==> src/source/pmbus_config.svh <==
`ifndef PMBUS_CONFIG_SVH
`define PMBUS_CONFIG_SVH

// ******************************
// command codes
// ******************************
`define CMD_READ_VOUT          8'h8B  // telemetry reads
`define CMD_READ_IOUT          8'h8C
`define CMD_READ_TMP           8'h8D
`define CMD_READ_VIN           8'h88

`define CMD_STATUS_BYTE        8'h78  // status reads, the per-source ones also clear
`define CMD_STATUS_VOUT        8'h7A
`define CMD_STATUS_IOUT        8'h7B
`define CMD_STATUS_INPUT       8'h7C
`define CMD_STATUS_TEMPERATURE 8'h7D
`define CMD_STATUS_CML         8'h7E

`define CMD_VOUT_COMMAND       8'h21  // program output voltage code
`define CMD_SMBALERT_MASK      8'h1B  // ldb names the status register, hdb carries mask bits
`define CMD_CLEAR_FAULTS       8'h03  // no data bytes

// alert response address, 7 bit
`define ALERT_RESP_ADDR        7'h0C

// highest legal vid code
`define VOUT_MAX               8'd250

// ******************************
// falling-edge count positions
// ******************************
`define CNT_READ_LOAD          6'd9   // read data goes out after the address byte
`define CNT_CMD_DONE           6'd18
`define CNT_LDB_DONE           6'd27
`define CNT_HDB_DONE           6'd36
`define CNT_WRITE_LIMIT        6'd38  // reaching this while writing means an extra byte
`define CNT_READ_LIMIT         6'd28  // passing this while reading means an extra byte

`endif

==> src/source/pmbusPkg.sv <==
package pmbusPkg;

	// one bus data byte
	typedef logic [7:0] pmByte_t;

	// falling scl edge counter from the bus engine
	typedef logic [5:0] bitCount_t;

	// 7-bit slave address without the r/w bit
	typedef logic [6:0] devAddr_t;

	// STATUS_BYTE layout, msb first
	typedef struct packed {
		logic rsvd7;    // busy, not implemented
		logic unitOff;
		logic voutOv;
		logic ioutOc;
		logic vinUv;
		logic tmpOv;
		logic cml;      // any communication fault
		logic rsvd0;    // none of the above, not implemented
	} statusByte_t;

endpackage

==> src/source/busEventIf.sv <==
`timescale 1ns/1ps

// transaction view handed over by the byte-level bus engine
interface busEventIf import pmbusPkg::*; ();
	pmByte_t   cmd;     // command code
	pmByte_t   ldb;     // low data byte
	pmByte_t   hdb;     // high data byte
	pmByte_t   addr;    // address byte, bit 0 is r/w
	logic      rwBit;
	logic      start;   // one-cycle pulse
	logic      stop;    // one-cycle pulse
	logic      rStart;  // repeated start seen
	logic      dBusy;   // transfer in progress
	bitCount_t count;

	modport consumer (input cmd, ldb, hdb, addr, rwBit, start, stop, rStart, dBusy, count);
endinterface

// communication fault flags from the protocol checker
interface commFaultIf ();
	logic cmdFault;   // unsupported command
	logic dataFault;  // bad mask target, vid out of range or too many bytes written
	logic xferFault;  // too many bytes read, too few bits or bad read bit
	logic cmlBit;     // registered or of all flags
	logic badRead;    // read bit without repeated start
	logic ldbBad;     // low byte detail for the top-level ldbV
	logic hdbBad;     // high byte detail for the top-level hdbV

	modport source (output cmdFault, dataFault, xferFault, cmlBit, badRead, ldbBad, hdbBad);
	modport sink (input cmdFault, dataFault, xferFault, cmlBit, badRead);
endinterface

==> src/source/protocolChecker.sv <==
`timescale 1ns/1ps
`include "pmbus_config.svh"

module protocolChecker import pmbusPkg::*; (
	input logic         clk,
	input logic         rst,
	busEventIf.consumer bus,
	commFaultIf.source  fault
);

	devAddr_t busAddr;
	logic     araXfer;      // alert response read, skips cmd and read bit checks
	logic     cmdKnown;
	logic     maskTargetOk;
	logic     partialByte;  // count stopped inside a byte
	logic     endsXfer;

	logic cmdBad;
	logic ldbBad;
	logic hdbBad;
	logic tooManyWr;
	logic tooManyRd;
	logic tooFewBits;
	logic badRead;
	logic anyFlag;
	logic cmlReg;

	assign busAddr = bus.addr[7:1];
	assign araXfer = (busAddr == `ALERT_RESP_ADDR);
	assign endsXfer = bus.start || bus.stop;

	assign cmdKnown = bus.cmd inside {`CMD_READ_VOUT, `CMD_READ_IOUT, `CMD_READ_TMP,
		`CMD_READ_VIN, `CMD_STATUS_BYTE, `CMD_STATUS_VOUT, `CMD_STATUS_IOUT,
		`CMD_STATUS_INPUT, `CMD_STATUS_TEMPERATURE, `CMD_STATUS_CML,
		`CMD_VOUT_COMMAND, `CMD_SMBALERT_MASK, `CMD_CLEAR_FAULTS};

	// mask writes may only target the per-source status registers
	assign maskTargetOk = bus.ldb inside {`CMD_STATUS_VOUT, `CMD_STATUS_IOUT,
		`CMD_STATUS_INPUT, `CMD_STATUS_TEMPERATURE, `CMD_STATUS_CML};

	// ack bit positions are 9, 18, 27 and 36, anything between them is partial
	assign partialByte =
		(bus.count > 6'd1 && bus.count < `CNT_READ_LOAD) ||
		(bus.count > (`CNT_READ_LOAD + 6'd1) && bus.count < `CNT_CMD_DONE) ||
		(bus.count > (`CNT_CMD_DONE + 6'd1) && bus.count < `CNT_LDB_DONE) ||
		(bus.count > (`CNT_LDB_DONE + 6'd1) && bus.count < `CNT_HDB_DONE);

	// ******************************
	// fault flags
	// ******************************
	always_ff @(posedge clk or negedge rst)
	begin
		if (!rst)
		begin
			cmdBad     <= 1'b0;
			ldbBad     <= 1'b0;
			hdbBad     <= 1'b0;
			tooManyWr  <= 1'b0;
			tooManyRd  <= 1'b0;
			tooFewBits <= 1'b0;
			badRead    <= 1'b0;
		end
		else
		begin
			if (endsXfer)
				cmdBad <= 1'b0;
			else if (bus.count == `CNT_CMD_DONE && !araXfer)
				cmdBad <= !cmdKnown;  // judged once the command byte is in

			if (bus.count == `CNT_LDB_DONE && bus.cmd == `CMD_SMBALERT_MASK && !maskTargetOk)
				ldbBad <= 1'b1;
			else if (endsXfer)
				ldbBad <= 1'b0;

			if (bus.count == `CNT_HDB_DONE && bus.cmd == `CMD_VOUT_COMMAND && bus.hdb > `VOUT_MAX)
				hdbBad <= 1'b1;  // vid out of range
			else if (endsXfer)
				hdbBad <= 1'b0;

			if (bus.count >= `CNT_WRITE_LIMIT && !bus.rwBit)
				tooManyWr <= 1'b1;
			else if (endsXfer)
				tooManyWr <= 1'b0;

			if (bus.count > `CNT_READ_LIMIT && bus.rwBit)
				tooManyRd <= 1'b1;
			else if (endsXfer)
				tooManyRd <= 1'b0;

			// a bad read already explains the early stop
			if (bus.stop && !badRead && partialByte)
				tooFewBits <= 1'b1;
			else if (endsXfer)
				tooFewBits <= 1'b0;

			if (bus.rwBit && !bus.rStart && bus.dBusy && bus.count >= `CNT_READ_LOAD && !araXfer)
				badRead <= 1'b1;
			else if (endsXfer)
				badRead <= 1'b0;
		end
	end

	assign anyFlag = cmdBad || ldbBad || hdbBad || tooManyWr || tooManyRd || tooFewBits || badRead;

	always_ff @(posedge clk or negedge rst)
	begin
		if (!rst)
			cmlReg <= 1'b0;
		else
			cmlReg <= anyFlag;
	end

	assign fault.cmdFault  = cmdBad;
	assign fault.dataFault = ldbBad || hdbBad || tooManyWr;
	assign fault.xferFault = tooManyRd || tooFewBits || badRead;
	assign fault.badRead   = badRead;
	assign fault.cmlBit    = cmlReg;
	assign fault.ldbBad    = ldbBad;
	assign fault.hdbBad    = hdbBad;

	// cml follows the flags with one cycle of delay
	cmlNeedsFlag: assert property (@(posedge clk) disable iff (!rst)
		$rose(cmlReg) |-> $past(anyFlag));

endmodule

==> src/source/faultTracker.sv <==
`timescale 1ns/1ps

module faultTracker (
	input  logic clk,
	input  logic rst,
	input  logic set,        // fault condition, level
	input  logic clr,        // registered clear pulse
	input  logic maskLoad,
	input  logic maskValue,
	output logic status,     // sticky status bit
	output logic alertReq    // one-cycle alert request
);

	logic setPrev;  // for the rising edge of set
	logic mask;     // 1 keeps this channel off the alert line

	always_ff @(posedge clk or negedge rst)
	begin
		if (!rst)
		begin
			status   <= 1'b0;
			setPrev  <= 1'b0;
			mask     <= 1'b0;
			alertReq <= 1'b0;
		end
		else
		begin
			if (set)
				status <= 1'b1;  // set wins over a clear in the same cycle
			else if (clr)
				status <= 1'b0;

			if (maskLoad)
				mask <= maskValue;

			setPrev  <= set;
			alertReq <= set && !setPrev && !mask;
		end
	end

	// a fault still present keeps its status bit through any clear
	statusHeld: assert property (@(posedge clk) disable iff (!rst)
		set |=> status);

endmodule

==> src/source/faultBank.sv <==
`timescale 1ns/1ps
`include "pmbus_config.svh"

module faultBank import pmbusPkg::*; (
	input  logic        clk,
	input  logic        rst,
	busEventIf.consumer bus,
	commFaultIf.sink    fault,
	input  logic        voutOv,
	input  logic        ioutOc,
	input  logic        vinUv,
	input  logic        tmpOv,
	input  logic        unitOff,
	input  logic        smbalClr,    // host has serviced the alert
	output statusByte_t status,
	output logic [2:0]  cmlDetail,   // cmd, data, xfer status bits
	output logic        smbAlert
);

	// channel order
	localparam int VOUT_CH = 0;
	localparam int IOUT_CH = 1;
	localparam int VIN_CH  = 2;
	localparam int TMP_CH  = 3;
	localparam int CMD_CH  = 4;
	localparam int DATA_CH = 5;
	localparam int XFER_CH = 6;
	localparam int NUM_CH  = 7;

	logic [NUM_CH-1:0] setIn;
	logic [NUM_CH-1:0] clrNext;
	logic [NUM_CH-1:0] clrPulse;
	logic [NUM_CH-1:0] maskLoad;
	logic [NUM_CH-1:0] maskValue;
	logic [NUM_CH-1:0] chStatus;
	logic [NUM_CH-1:0] alertReq;

	logic analogOk;     // clean write at stop
	logic clearAnalog;
	logic clearCml;
	logic maskWrite;

	assign setIn = {fault.xferFault, fault.dataFault, fault.cmdFault, tmpOv, vinUv, ioutOc, voutOv};

	// ******************************
	// clear decode, registered at stop
	// ******************************
	assign analogOk    = bus.stop && !fault.cmlBit && !bus.addr[0];
	assign clearAnalog = bus.stop && bus.cmd == `CMD_CLEAR_FAULTS && !fault.cmlBit &&
		bus.addr[7:1] != `ALERT_RESP_ADDR;
	assign clearCml    = bus.stop && bus.cmd == `CMD_CLEAR_FAULTS;

	always_comb
	begin
		clrNext[VOUT_CH] = (analogOk && bus.cmd == `CMD_STATUS_VOUT && bus.ldb[7]) || clearAnalog;
		clrNext[IOUT_CH] = (analogOk && bus.cmd == `CMD_STATUS_IOUT && bus.ldb[7]) || clearAnalog;
		clrNext[VIN_CH]  = (analogOk && bus.cmd == `CMD_STATUS_INPUT && bus.ldb[4]) || clearAnalog;
		clrNext[TMP_CH]  = (analogOk && bus.cmd == `CMD_STATUS_TEMPERATURE && bus.ldb[7]) ||
			clearAnalog;
		// cml bits clear even with a fault in the clearing transfer
		clrNext[CMD_CH]  = (bus.stop && !bus.addr[0] && bus.cmd == `CMD_STATUS_CML && bus.ldb[7]) ||
			clearCml;
		clrNext[DATA_CH] = (bus.stop && !bus.addr[0] && bus.cmd == `CMD_STATUS_CML && bus.ldb[6]) ||
			clearCml;
		clrNext[XFER_CH] = (bus.stop && !bus.addr[0] && bus.cmd == `CMD_STATUS_CML && bus.ldb[1]) ||
			clearCml;
	end

	always_ff @(posedge clk or negedge rst)
	begin
		if (!rst)
			clrPulse <= '0;
		else
			clrPulse <= clrNext;
	end

	// ******************************
	// alert mask decode
	// ******************************
	assign maskWrite = bus.stop && bus.cmd == `CMD_SMBALERT_MASK && !fault.cmlBit;

	always_comb
	begin
		maskLoad[VOUT_CH]  = maskWrite && bus.ldb == `CMD_STATUS_VOUT;
		maskLoad[IOUT_CH]  = maskWrite && bus.ldb == `CMD_STATUS_IOUT;
		maskLoad[VIN_CH]   = maskWrite && bus.ldb == `CMD_STATUS_INPUT;
		maskLoad[TMP_CH]   = maskWrite && bus.ldb == `CMD_STATUS_TEMPERATURE;
		maskLoad[CMD_CH]   = maskWrite && bus.ldb == `CMD_STATUS_CML;
		maskLoad[DATA_CH]  = maskLoad[CMD_CH];
		maskLoad[XFER_CH]  = maskLoad[CMD_CH];
		maskValue[VOUT_CH] = bus.hdb[7];
		maskValue[IOUT_CH] = bus.hdb[7];
		maskValue[VIN_CH]  = bus.hdb[4];  // input uv sits at bit 4
		maskValue[TMP_CH]  = bus.hdb[7];
		maskValue[CMD_CH]  = bus.hdb[7];
		maskValue[DATA_CH] = bus.hdb[6];
		maskValue[XFER_CH] = bus.hdb[1];
	end

	for (genvar i = 0; i < NUM_CH; i++)
	begin : gChan
		faultTracker tracker_i (
			.clk       (clk),
			.rst       (rst),
			.set       (setIn[i]),
			.clr       (clrPulse[i]),
			.maskLoad  (maskLoad[i]),
			.maskValue (maskValue[i]),
			.status    (chStatus[i]),
			.alertReq  (alertReq[i])
		);
	end

	assign cmlDetail = {chStatus[CMD_CH], chStatus[DATA_CH], chStatus[XFER_CH]};

	// ******************************
	// status byte and alert latch
	// ******************************
	always_ff @(posedge clk or negedge rst)
	begin
		if (!rst)
		begin
			status   <= '0;
			smbAlert <= 1'b0;
		end
		else
		begin
			status.rsvd7   <= 1'b0;
			status.unitOff <= unitOff;
			status.voutOv  <= chStatus[VOUT_CH];
			status.ioutOc  <= chStatus[IOUT_CH];
			status.vinUv   <= chStatus[VIN_CH];
			status.tmpOv   <= chStatus[TMP_CH];
			status.cml     <= |cmlDetail;
			status.rsvd0   <= 1'b0;

			if (|alertReq && !smbalClr)
				smbAlert <= 1'b1;
			else if (smbalClr)
				smbAlert <= 1'b0;  // held until the host clears it
		end
	end

endmodule

==> src/source/responseRegs.sv <==
`timescale 1ns/1ps
`include "pmbus_config.svh"

module responseRegs import pmbusPkg::*; (
	input  logic        clk,
	input  logic        rst,
	busEventIf.consumer bus,
	commFaultIf.sink    fault,
	input  pmByte_t     vout,
	input  pmByte_t     iout,
	input  pmByte_t     tmp,
	input  pmByte_t     vin,
	input  statusByte_t status,
	input  logic [2:0]  cmlDetail,  // cmd, data, xfer
	output pmByte_t     vid,
	output pmByte_t     ldbW,
	output pmByte_t     hdbW
);

	pmByte_t voutHold;
	pmByte_t ioutHold;
	pmByte_t tmpHold;
	pmByte_t vinHold;
	logic    readLoad;
	logic    vidWrite;

	assign readLoad = (bus.count == `CNT_READ_LOAD) && bus.rwBit;
	assign vidWrite = bus.stop && bus.cmd == `CMD_VOUT_COMMAND && !fault.cmlBit &&
		bus.hdb <= `VOUT_MAX;

	// ******************************
	// telemetry snapshot
	// ******************************
	always_ff @(posedge clk or negedge rst)
	begin
		if (!rst)
		begin
			voutHold <= '0;
			ioutHold <= '0;
			tmpHold  <= '0;
			vinHold  <= '0;
		end
		else if (!bus.dBusy)  // frozen while a transfer runs
		begin
			voutHold <= vout;
			ioutHold <= iout;
			tmpHold  <= tmp;
			vinHold  <= vin;
		end
	end

	always_ff @(posedge clk or negedge rst)
	begin
		if (!rst)
			vid <= '0;
		else if (vidWrite)
			vid <= bus.hdb;
	end

	// ******************************
	// read response
	// ******************************
	always_ff @(posedge clk or negedge rst)
	begin
		if (!rst)
		begin
			ldbW <= 8'hFF;
			hdbW <= 8'hFF;
		end
		else if (fault.cmdFault || fault.badRead)
		begin
			ldbW <= 8'hFF;  // nothing valid to return
			hdbW <= 8'hFF;
		end
		else if (readLoad)
		begin
			// word reads use the high byte, status reads the low byte
			ldbW <= 8'h00;
			hdbW <= 8'hFF;
			case (bus.cmd)
				`CMD_VOUT_COMMAND: hdbW <= vid;
				`CMD_READ_VOUT:    hdbW <= voutHold;
				`CMD_READ_IOUT:    hdbW <= ioutHold;
				`CMD_READ_TMP:     hdbW <= tmpHold;
				`CMD_READ_VIN:     hdbW <= vinHold;
				`CMD_STATUS_BYTE:        ldbW <= status;
				`CMD_STATUS_VOUT:        ldbW <= {status.voutOv, 7'b0000000};
				`CMD_STATUS_IOUT:        ldbW <= {status.ioutOc, 7'b0000000};
				`CMD_STATUS_INPUT:       ldbW <= {3'b000, status.vinUv, 4'b0000};
				`CMD_STATUS_TEMPERATURE: ldbW <= {status.tmpOv, 7'b0000000};
				`CMD_STATUS_CML:
					ldbW <= {cmlDetail[2], cmlDetail[1], 4'b0000, cmlDetail[0], 1'b0};
				default:
				begin
					ldbW <= ldbW;  // write-only codes keep the last response
					hdbW <= hdbW;
				end
			endcase
		end
	end

endmodule

==> src/source/pmbusRegs.sv <==
`timescale 1ns/1ps

module pmbusRegs import pmbusPkg::*; (
	input  logic      clk,
	input  logic      rst,
	input  pmByte_t   cmd,
	input  pmByte_t   ldb,
	input  pmByte_t   hdb,
	input  logic      rwBit,
	input  logic      dBusy,
	input  logic      start,
	input  logic      stop,
	input  bitCount_t count,
	input  pmByte_t   vout,
	input  pmByte_t   iout,
	input  pmByte_t   tmp,
	input  pmByte_t   vin,
	input  logic      unitOff,
	input  logic      voutOv,
	input  logic      ioutOc,
	input  logic      vinUv,
	input  logic      tmpOv,
	input  logic      smbalClr,
	input  pmByte_t   addr,
	input  logic      rStart,
	output logic      cmdV,
	output logic      ldbV,
	output logic      hdbV,
	output pmByte_t   ldbW,
	output pmByte_t   hdbW,
	output pmByte_t   vid,
	output pmByte_t   statusOut,
	output logic      smbAlert,
	output logic      cmlBitOut
);

	busEventIf   busIf ();
	commFaultIf  faultIf ();
	statusByte_t statusByte;
	logic [2:0]  cmlDetail;

	// bus engine side into the bundle
	assign busIf.cmd    = cmd;
	assign busIf.ldb    = ldb;
	assign busIf.hdb    = hdb;
	assign busIf.addr   = addr;
	assign busIf.rwBit  = rwBit;
	assign busIf.start  = start;
	assign busIf.stop   = stop;
	assign busIf.rStart = rStart;
	assign busIf.dBusy  = dBusy;
	assign busIf.count  = count;

	protocolChecker checker_i (
		.clk   (clk),
		.rst   (rst),
		.bus   (busIf.consumer),
		.fault (faultIf.source)
	);

	faultBank bank_i (
		.clk       (clk),
		.rst       (rst),
		.bus       (busIf.consumer),
		.fault     (faultIf.sink),
		.voutOv    (voutOv),
		.ioutOc    (ioutOc),
		.vinUv     (vinUv),
		.tmpOv     (tmpOv),
		.unitOff   (unitOff),
		.smbalClr  (smbalClr),
		.status    (statusByte),
		.cmlDetail (cmlDetail),
		.smbAlert  (smbAlert)
	);

	responseRegs resp_i (
		.clk       (clk),
		.rst       (rst),
		.bus       (busIf.consumer),
		.fault     (faultIf.sink),
		.vout      (vout),
		.iout      (iout),
		.tmp       (tmp),
		.vin       (vin),
		.status    (statusByte),
		.cmlDetail (cmlDetail),
		.vid       (vid),
		.ldbW      (ldbW),
		.hdbW      (hdbW)
	);

	assign statusOut = statusByte;
	assign cmdV      = faultIf.cmdFault;
	assign ldbV      = faultIf.ldbBad;
	assign hdbV      = faultIf.hdbBad;
	assign cmlBitOut = faultIf.cmlBit;

endmodule

==> config.mk <==
export PLATFORM = sky130hd
export DESIGN_NAME = pmbusRegs
export DESIGN_NICKNAME = d
export VERILOG_FILES = /design/src/source/pmbusPkg.sv /design/src/source/busEventIf.sv /design/src/source/protocolChecker.sv /design/src/source/faultTracker.sv /design/src/source/faultBank.sv /design/src/source/responseRegs.sv /design/src/source/pmbusRegs.sv
export VERILOG_INCLUDE_DIRS = /design/src /design/src/source
export SDC_FILE = /design/constraint.sdc
export NUM_CORES = 1
export LEC_CHECK = 0
export ABC_AREA = 1
export BUFFER_PORTS_ARGS = -buffer_cell sky130_fd_sc_hd__buf_2
export CAP_MARGIN = 20
export CORE_UTILIZATION = 50
export DETAILED_ROUTE_END_ITERATION = 10
export PLACE_DENSITY = 0.76
export SYNTH_ARGS = -nofsm -noshare
export SYNTH_HDL_FRONTEND = slang
export SYNTH_SLANG_ARGS = --single-unit
==> constraint.sdc <==
create_clock -name clk -period 1.75 [get_ports clk]
set_input_delay 0.35 -clock clk [delete_from_list [all_inputs] [get_ports clk]]
set_output_delay 0.35 -clock clk [all_outputs]
set_load 0.01 [all_outputs]
=== After elaboration in Yosys (flattened, before gate mapping) ===
Cells that the tools add are included.

* Register bits: 106
* Output and inout port bits: 37
* Word-level logic and storage cells: 250

* $lt $le $gt $ge: 12
* Equality and inequality tests: 24
* Mux-type cells: 31
* Reduce and logical (&&, ||, !) cells: 132

{| class="wikitable"
|+ Operators with widths
! cell !! count
|-
| $eq A8 B7 Y1 const B || 11
|-
| $logic_and A1 B1 Y1 || 61
|-
| $pmux W8 S7 || 1
|-
| $pmux W8 S6 || 1
|-
| $eq A8 B8 Y1 const B || 4
|-
| $mux W8 || 4
|-
| $reduce_bool A2 Y1 || 16
|-
| $mux W1 || 25
|-
| $logic_not A1 Y1 || 23
|-
| $logic_or A1 B1 Y1 || 22
|-
| $reduce_bool A13 Y1 || 1
|-
| $eq A6 B5 Y1 const B || 2
|-
| $gt A6 B5 Y1 const B || 2
|-
| $lt A6 B5 Y1 const B || 2
|-
| $eq A8 B2 Y1 const B || 1
|-
| $eq A8 B5 Y1 const B || 1
|-
| $eq A8 B6 Y1 const B || 1
|-
| $gt A8 B8 Y1 const B || 1
|-
| $le A8 B8 Y1 const B || 1
|-
| $reduce_bool A8 Y1 || 1
|-
| $eq A7 B4 Y1 const B || 1
|-
| $ne A7 B4 Y1 const B || 1
|-
| $reduce_bool A7 Y1 || 1
|-
| $reduce_or A7 Y1 || 1
|-
| other kinds (13) || 14
|}

=== Logic depth before layout (Yosys ltp) ===
* Depth in word-level cells: 7
* Gate-level depth with buffers: 13

=== Modules after synthesis ===
Synthesis repeated with hierarchy kept, for this count alone.

* Cells, all modules: 711
* Area, all modules: 5466.5 µm²

{| class="wikitable"
|+ By module, submodules not included
! module !! times used !! cells an instance !! area an instance (µm²) !! seq. area each (µm²)
|-
| responseRegs || 1 || 356 || 2907.8 || 1421.4
|-
| faultTracker || 7 || 15 || 143.9 || 100.1
|-
| faultBank || 1 || 110 || 788.3 || 350.3
|-
| protocolChecker || 1 || 140 || 763.2 || 200.2
|}

=== Least setup slack after synthesis ===
Ideal clock, no wire load.

* Kind: input to register
* Start point: in cmd[2]
* End point: reg resp_i.hdbW[0]
* Setup time: 75 ps
* Arrival time: 1420 ps
* Data required time: 1675 ps
* Setup slack: 255 ps
* Cell stages on the path: 9
* Cells stage by stage: nand2_1 nor2_1 o21ai_1 buf_2 nand3_4 nor2_1 nand2_1 nand2_1 nand2_1

* Cells in the longest elaborated chain, start to end: 5
* Elaborated cells on any way between the ends: 17
* Classes of those cells: eq/ne (11); mux (3); reduce/logical (3)

{| class="wikitable"
|+ Ends and longest elaborated chain
! what !! RTL line !! text
|-
| start: declaration || pmbusRegs.sv:6 || <nowiki>input pmByte_t cmd,</nowiki>
|-
| $eq A8 B7 Y1 || responseRegs.sv:80 || <nowiki>case (bus.cmd)</nowiki>
|-
| $reduce_or A6 Y1 (no source line) || - ||
|-
| $pmux W8 S6 || responseRegs.sv:80 ||
|-
| $mux W8 || responseRegs.sv:75 || <nowiki>else if (readLoad)</nowiki>
|-
| $mux W8 || responseRegs.sv:70 || <nowiki>else if (fault.cmdFault || fault.badRead)</nowiki>
|-
| end signal: assignment || responseRegs.sv:81 || <nowiki>`CMD_VOUT_COMMAND: hdbW <= vid;</nowiki>
|-
| end signal: assignment || responseRegs.sv:82 || <nowiki>`CMD_READ_VOUT: hdbW <= voutHold;</nowiki>
|-
| end signal: assignment || responseRegs.sv:83 || <nowiki>`CMD_READ_IOUT: hdbW <= ioutHold;</nowiki>
|-
| end: declaration || responseRegs.sv:17 || <nowiki>output pmByte_t hdbW</nowiki>
|}

Several ways; a longest one is shown, not always the timed one. The select of a mux whose other input is x is not followed.
A chain may end at the register's enable or synchronous reset.

=== Final worst setup path ===
* Start point: reg checker_i.badRead (netlist: checker_i.fault.badRead)
* End point: reg resp_i.hdbW[5]

* Cells in the longest elaborated chain, start to end: 3
* Elaborated cells on any way between the ends: 5
* Classes of those cells: mux (1); reduce/logical (4)

{| class="wikitable"
|+ Ends and longest elaborated chain
! what !! RTL line !! text
|-
| start: declaration || protocolChecker.sv:24 || <nowiki>logic badRead;</nowiki>
|-
| start signal: assignment || protocolChecker.sv:61 || <nowiki>badRead <= 1'b0;</nowiki>
|-
| start signal: assignment || protocolChecker.sv:97 || <nowiki>badRead <= 1'b1;</nowiki>
|-
| start signal: assignment || protocolChecker.sv:99 || <nowiki>badRead <= 1'b0;</nowiki>
|-
| $logic_or A1 B1 Y1 * || responseRegs.sv:70 ||
|-
| $reduce_bool A7 Y1 (no source line) / $reduce_bool A2 Y1 (equally long branches) || - ||
|-
| $reduce_and A2 Y1 (no source line) || - ||
|}

Every way passes the cells marked *; elsewhere a longest branch is shown, timed or not.

==> results_dict.tcl <==
set metrics [dict create \
    grt_max_degree 66 \
    drive_gt1_frac 0.269 \
    synth-edff-count 0 \
    mostFrequentLayoutCells "nand2_1 (205), buf_2 (116), dfrtp_1 (90), nand3_1 (53), inv_1 (51)" \
    die_area_sq_um 10200 \
    critPathTopFamily "simple AND/OR/NAND/NOR gates" \
    vias 4561 \
    clock_sink_count 106 \
    numCtsBuffers 9 \
    reg2regPathDepth 7 \
    final_nets 824 \
    wirelength_um 12300 \
    rows 35 \
    max_freq_mhz 624 \
    finalMaxSlewViolations 0 \
    hpwl_um 9600 \
    leakagePower_nw 3.29 \
    io_buffers 117 \
    worstPathCellList "nor2_1 > inv_1 > nor2_1 > nand4_4 > nand2_4 > nand2_1 > nand2_1" \
    start_util 0.521 \
    worst_skew_pair.late_latency_ps 380 \
    critPathCaptureType "flop" \
    cts_setup_buffers 0 \
    drtAntennaViolNets 0 \
    path_depth 7 \
    postSynthAreaPerCell_sq_um 8.25 \
    drtIter0Drc 204 \
    tritoncts "done" \
    syn_to_final_growth_pct 23.7 \
    rsz0062_at_grt "no" \
    ys_async_sr_fraction 1.00 \
    die_w_um 101 \
    met2WireLength_um 5760 \
    critPathMaxFanout 16 \
    synth_seq_area_share 0.547 \
    drv_cap 0 \
    drc 0 \
    tightestPinTransition_ps 553 \
    yosys_register_bits 106 \
    clk_pin_slew_ps 110 \
    worst-r2r-setup-slack_ps 150 \
    core-area_sq_um 9370 \
    htreeDepth 3 \
    cpMaxStageDelayCell "dfrtp_1" \
    grt_pass1_wl_um 19800 \
    synth_warnings 0 \
    yosysUniqueCellTypes 32 \
    required_ps 2070 \
    max_slew_margin 0.629 \
    avgRoutedWirePerCell_um 14.0 \
    yosys-top-cells-area "dfrtp_1 (46%), nand2_1 (16%), dfstp_2 (8.6%)" \
    hold_class "in -> reg" \
    startpoint "checker_i.fault.badRead" \
    drt-met1-wl_um 5340 \
    r2r-end "resp_i.hdbW[5]" \
    vdd_drop_max_mv 0.391 \
    status "complete, no violations" \
    place.gp.congestion 0.916 \
    finalClockSkew_ps 12.6 \
    insertedDiodeCount 0 \
    placed_cells 858 \
    stdcell_count 875 \
    crit_path_end "resp_i.hdbW[5]" \
    synth_top_area_cell "dfrtp_1" \
    setup.worst_path.start_class "flop" \
    antenna_found_initial 0 \
    grt_pass1_vias 4186 \
    worst_ep_arrival_time_ps 1920 \
    die_h_um 101 \
    synthCells 592 \
    vias_per_cell 5.21 \
    synth_top_area_frac 0.461 \
    final.period_utilization 0.916 \
    grt.overflow.total 0 \
    clk_path_buf_depth 2 \
    cts_resized 0 \
    drt_pass1_iterations 5 \
    final_common_cell "nand2_1" \
    min_period_ps 1600 \
    cp.buffers_inverters 1 \
    power_density_nw_per_um2 838 \
    finalHoldWorstSlack_ps 73.1 \
    synth_flop_cell "dfrtp_1" \
    wl_met3_um 848 \
    highest_layer "met4" \
    finalHoldViolCount 0 \
    ios 120 \
    cpPeakStageDelay_ps 430 \
    setup_viol_count_final 0 \
    rr_startpoint "checker_i.fault.badRead" \
    syn_area_sq_um 4880 \
    path_class "reg -> reg" \
    grt_usage 0.256 \
    cts-root-buf "clkbuf_8" \
]
-- routing by layer --
metal,GRT usage,up-vias
li1,-,2218
met1,0.349,2119
met5,0,-
met3,0.0472,25
met2,0.410,199
met4,0.0970,0
-- synth_stat cells (all sizes together) (4+ instances only) --
master and instances:
nor3 18, nand2 207, buf 10, clkbuf 9, nand4 28, dfstp 16, nor2 53, dfrtp 90
o21ai 32, inv 53, nand3 54, a21oi 6, nor4 4, o211ai 5
-- area by class of cell --
cell class | instances | area [sq um]
fill | 837 | 3330
sequential | 106 | 2670
multi-input combinational | 415 | 1900
timing repair buffer | 156 | 896
inverter | 53 | 199
tap | 129 | 161
clock buffer | 9 | 124
clock inverter | 7 | 87.6
-- through the flow --
stage	utilization	power, mW	cell area [sq um]	setup slack (ps)	setup TNS (ps)
3_3_place_gp	0.621	3.47	5820	30.1	0
4_1_cts	0.645	5.09	6040	150	0
3_5_place_dp	0.621	3.49	5820	-57.3	-343
2_1_floorplan	-	3.14	4890	255	0
6_report	0.645	5.06	6040	147	0
5_1_grt	0.645	5.30	6040	33.6	0
-- sequential cells by signal, summed over array words and instances (netlist names), 6 cells and up --
name / flops
resp_i.vinHold: 8
bank_i.gChan.tracker_i.setPrev: 7
resp_i.ioutHold: 8
bank_i.gChan.tracker_i.status: 7
resp_i.ldbW: 8
resp_i.vid: 8
bank_i.status: 6
resp_i.voutHold: 8
resp_i.tmpHold: 8
bank_i.gChan.tracker_i.mask: 7
bank_i.gChan.tracker_i.alertReq: 7
bank_i.clrPulse: 7
resp_i.hdbW: 8
-- how the worst min path moves through the flow --
stage          startpoint                    to  slack, ps  depth (start not counted)
6_report          unitOff      bank_i.status[6]         70                          1
5_1_grt           unitOff      bank_i.status[6]         50                          1
2_1_floorplan         rst    bank_i.clrPulse[0]         50                          0
3_3_place_gp          rst  checker_i.tooFewBits        260                          1
3_5_place_dp          rst  checker_i.tooFewBits        260                          1
4_1_cts           unitOff      bank_i.status[6]         60                          1
-- power by group --
group / internal, mW / switching, mW / total [mW]
clock network: 0.703 / 0.915 / 1.62
logic: 0.271 / 0.414 / 0.685
registers: 2.67 / 0.0905 / 2.76
-- cells by family after synthesis --
kind of cell           count (synthesis)  share of synthesized area
AND/OR/NAND/NOR                      364                      0.331
flip-flops                           106                      0.547
buffers and inverters                 72                     0.0641
AO/OA/AOI/OAI                         49                     0.0569
other                                  1                   0.000768
-- repair_timing --
action,CTS,global route
endpoints found under the setup margin,0,0
hold buffers,1,0
endpoints found under the hold margin,19,0
No activity file was read; power rests on OpenSTA's default activity.
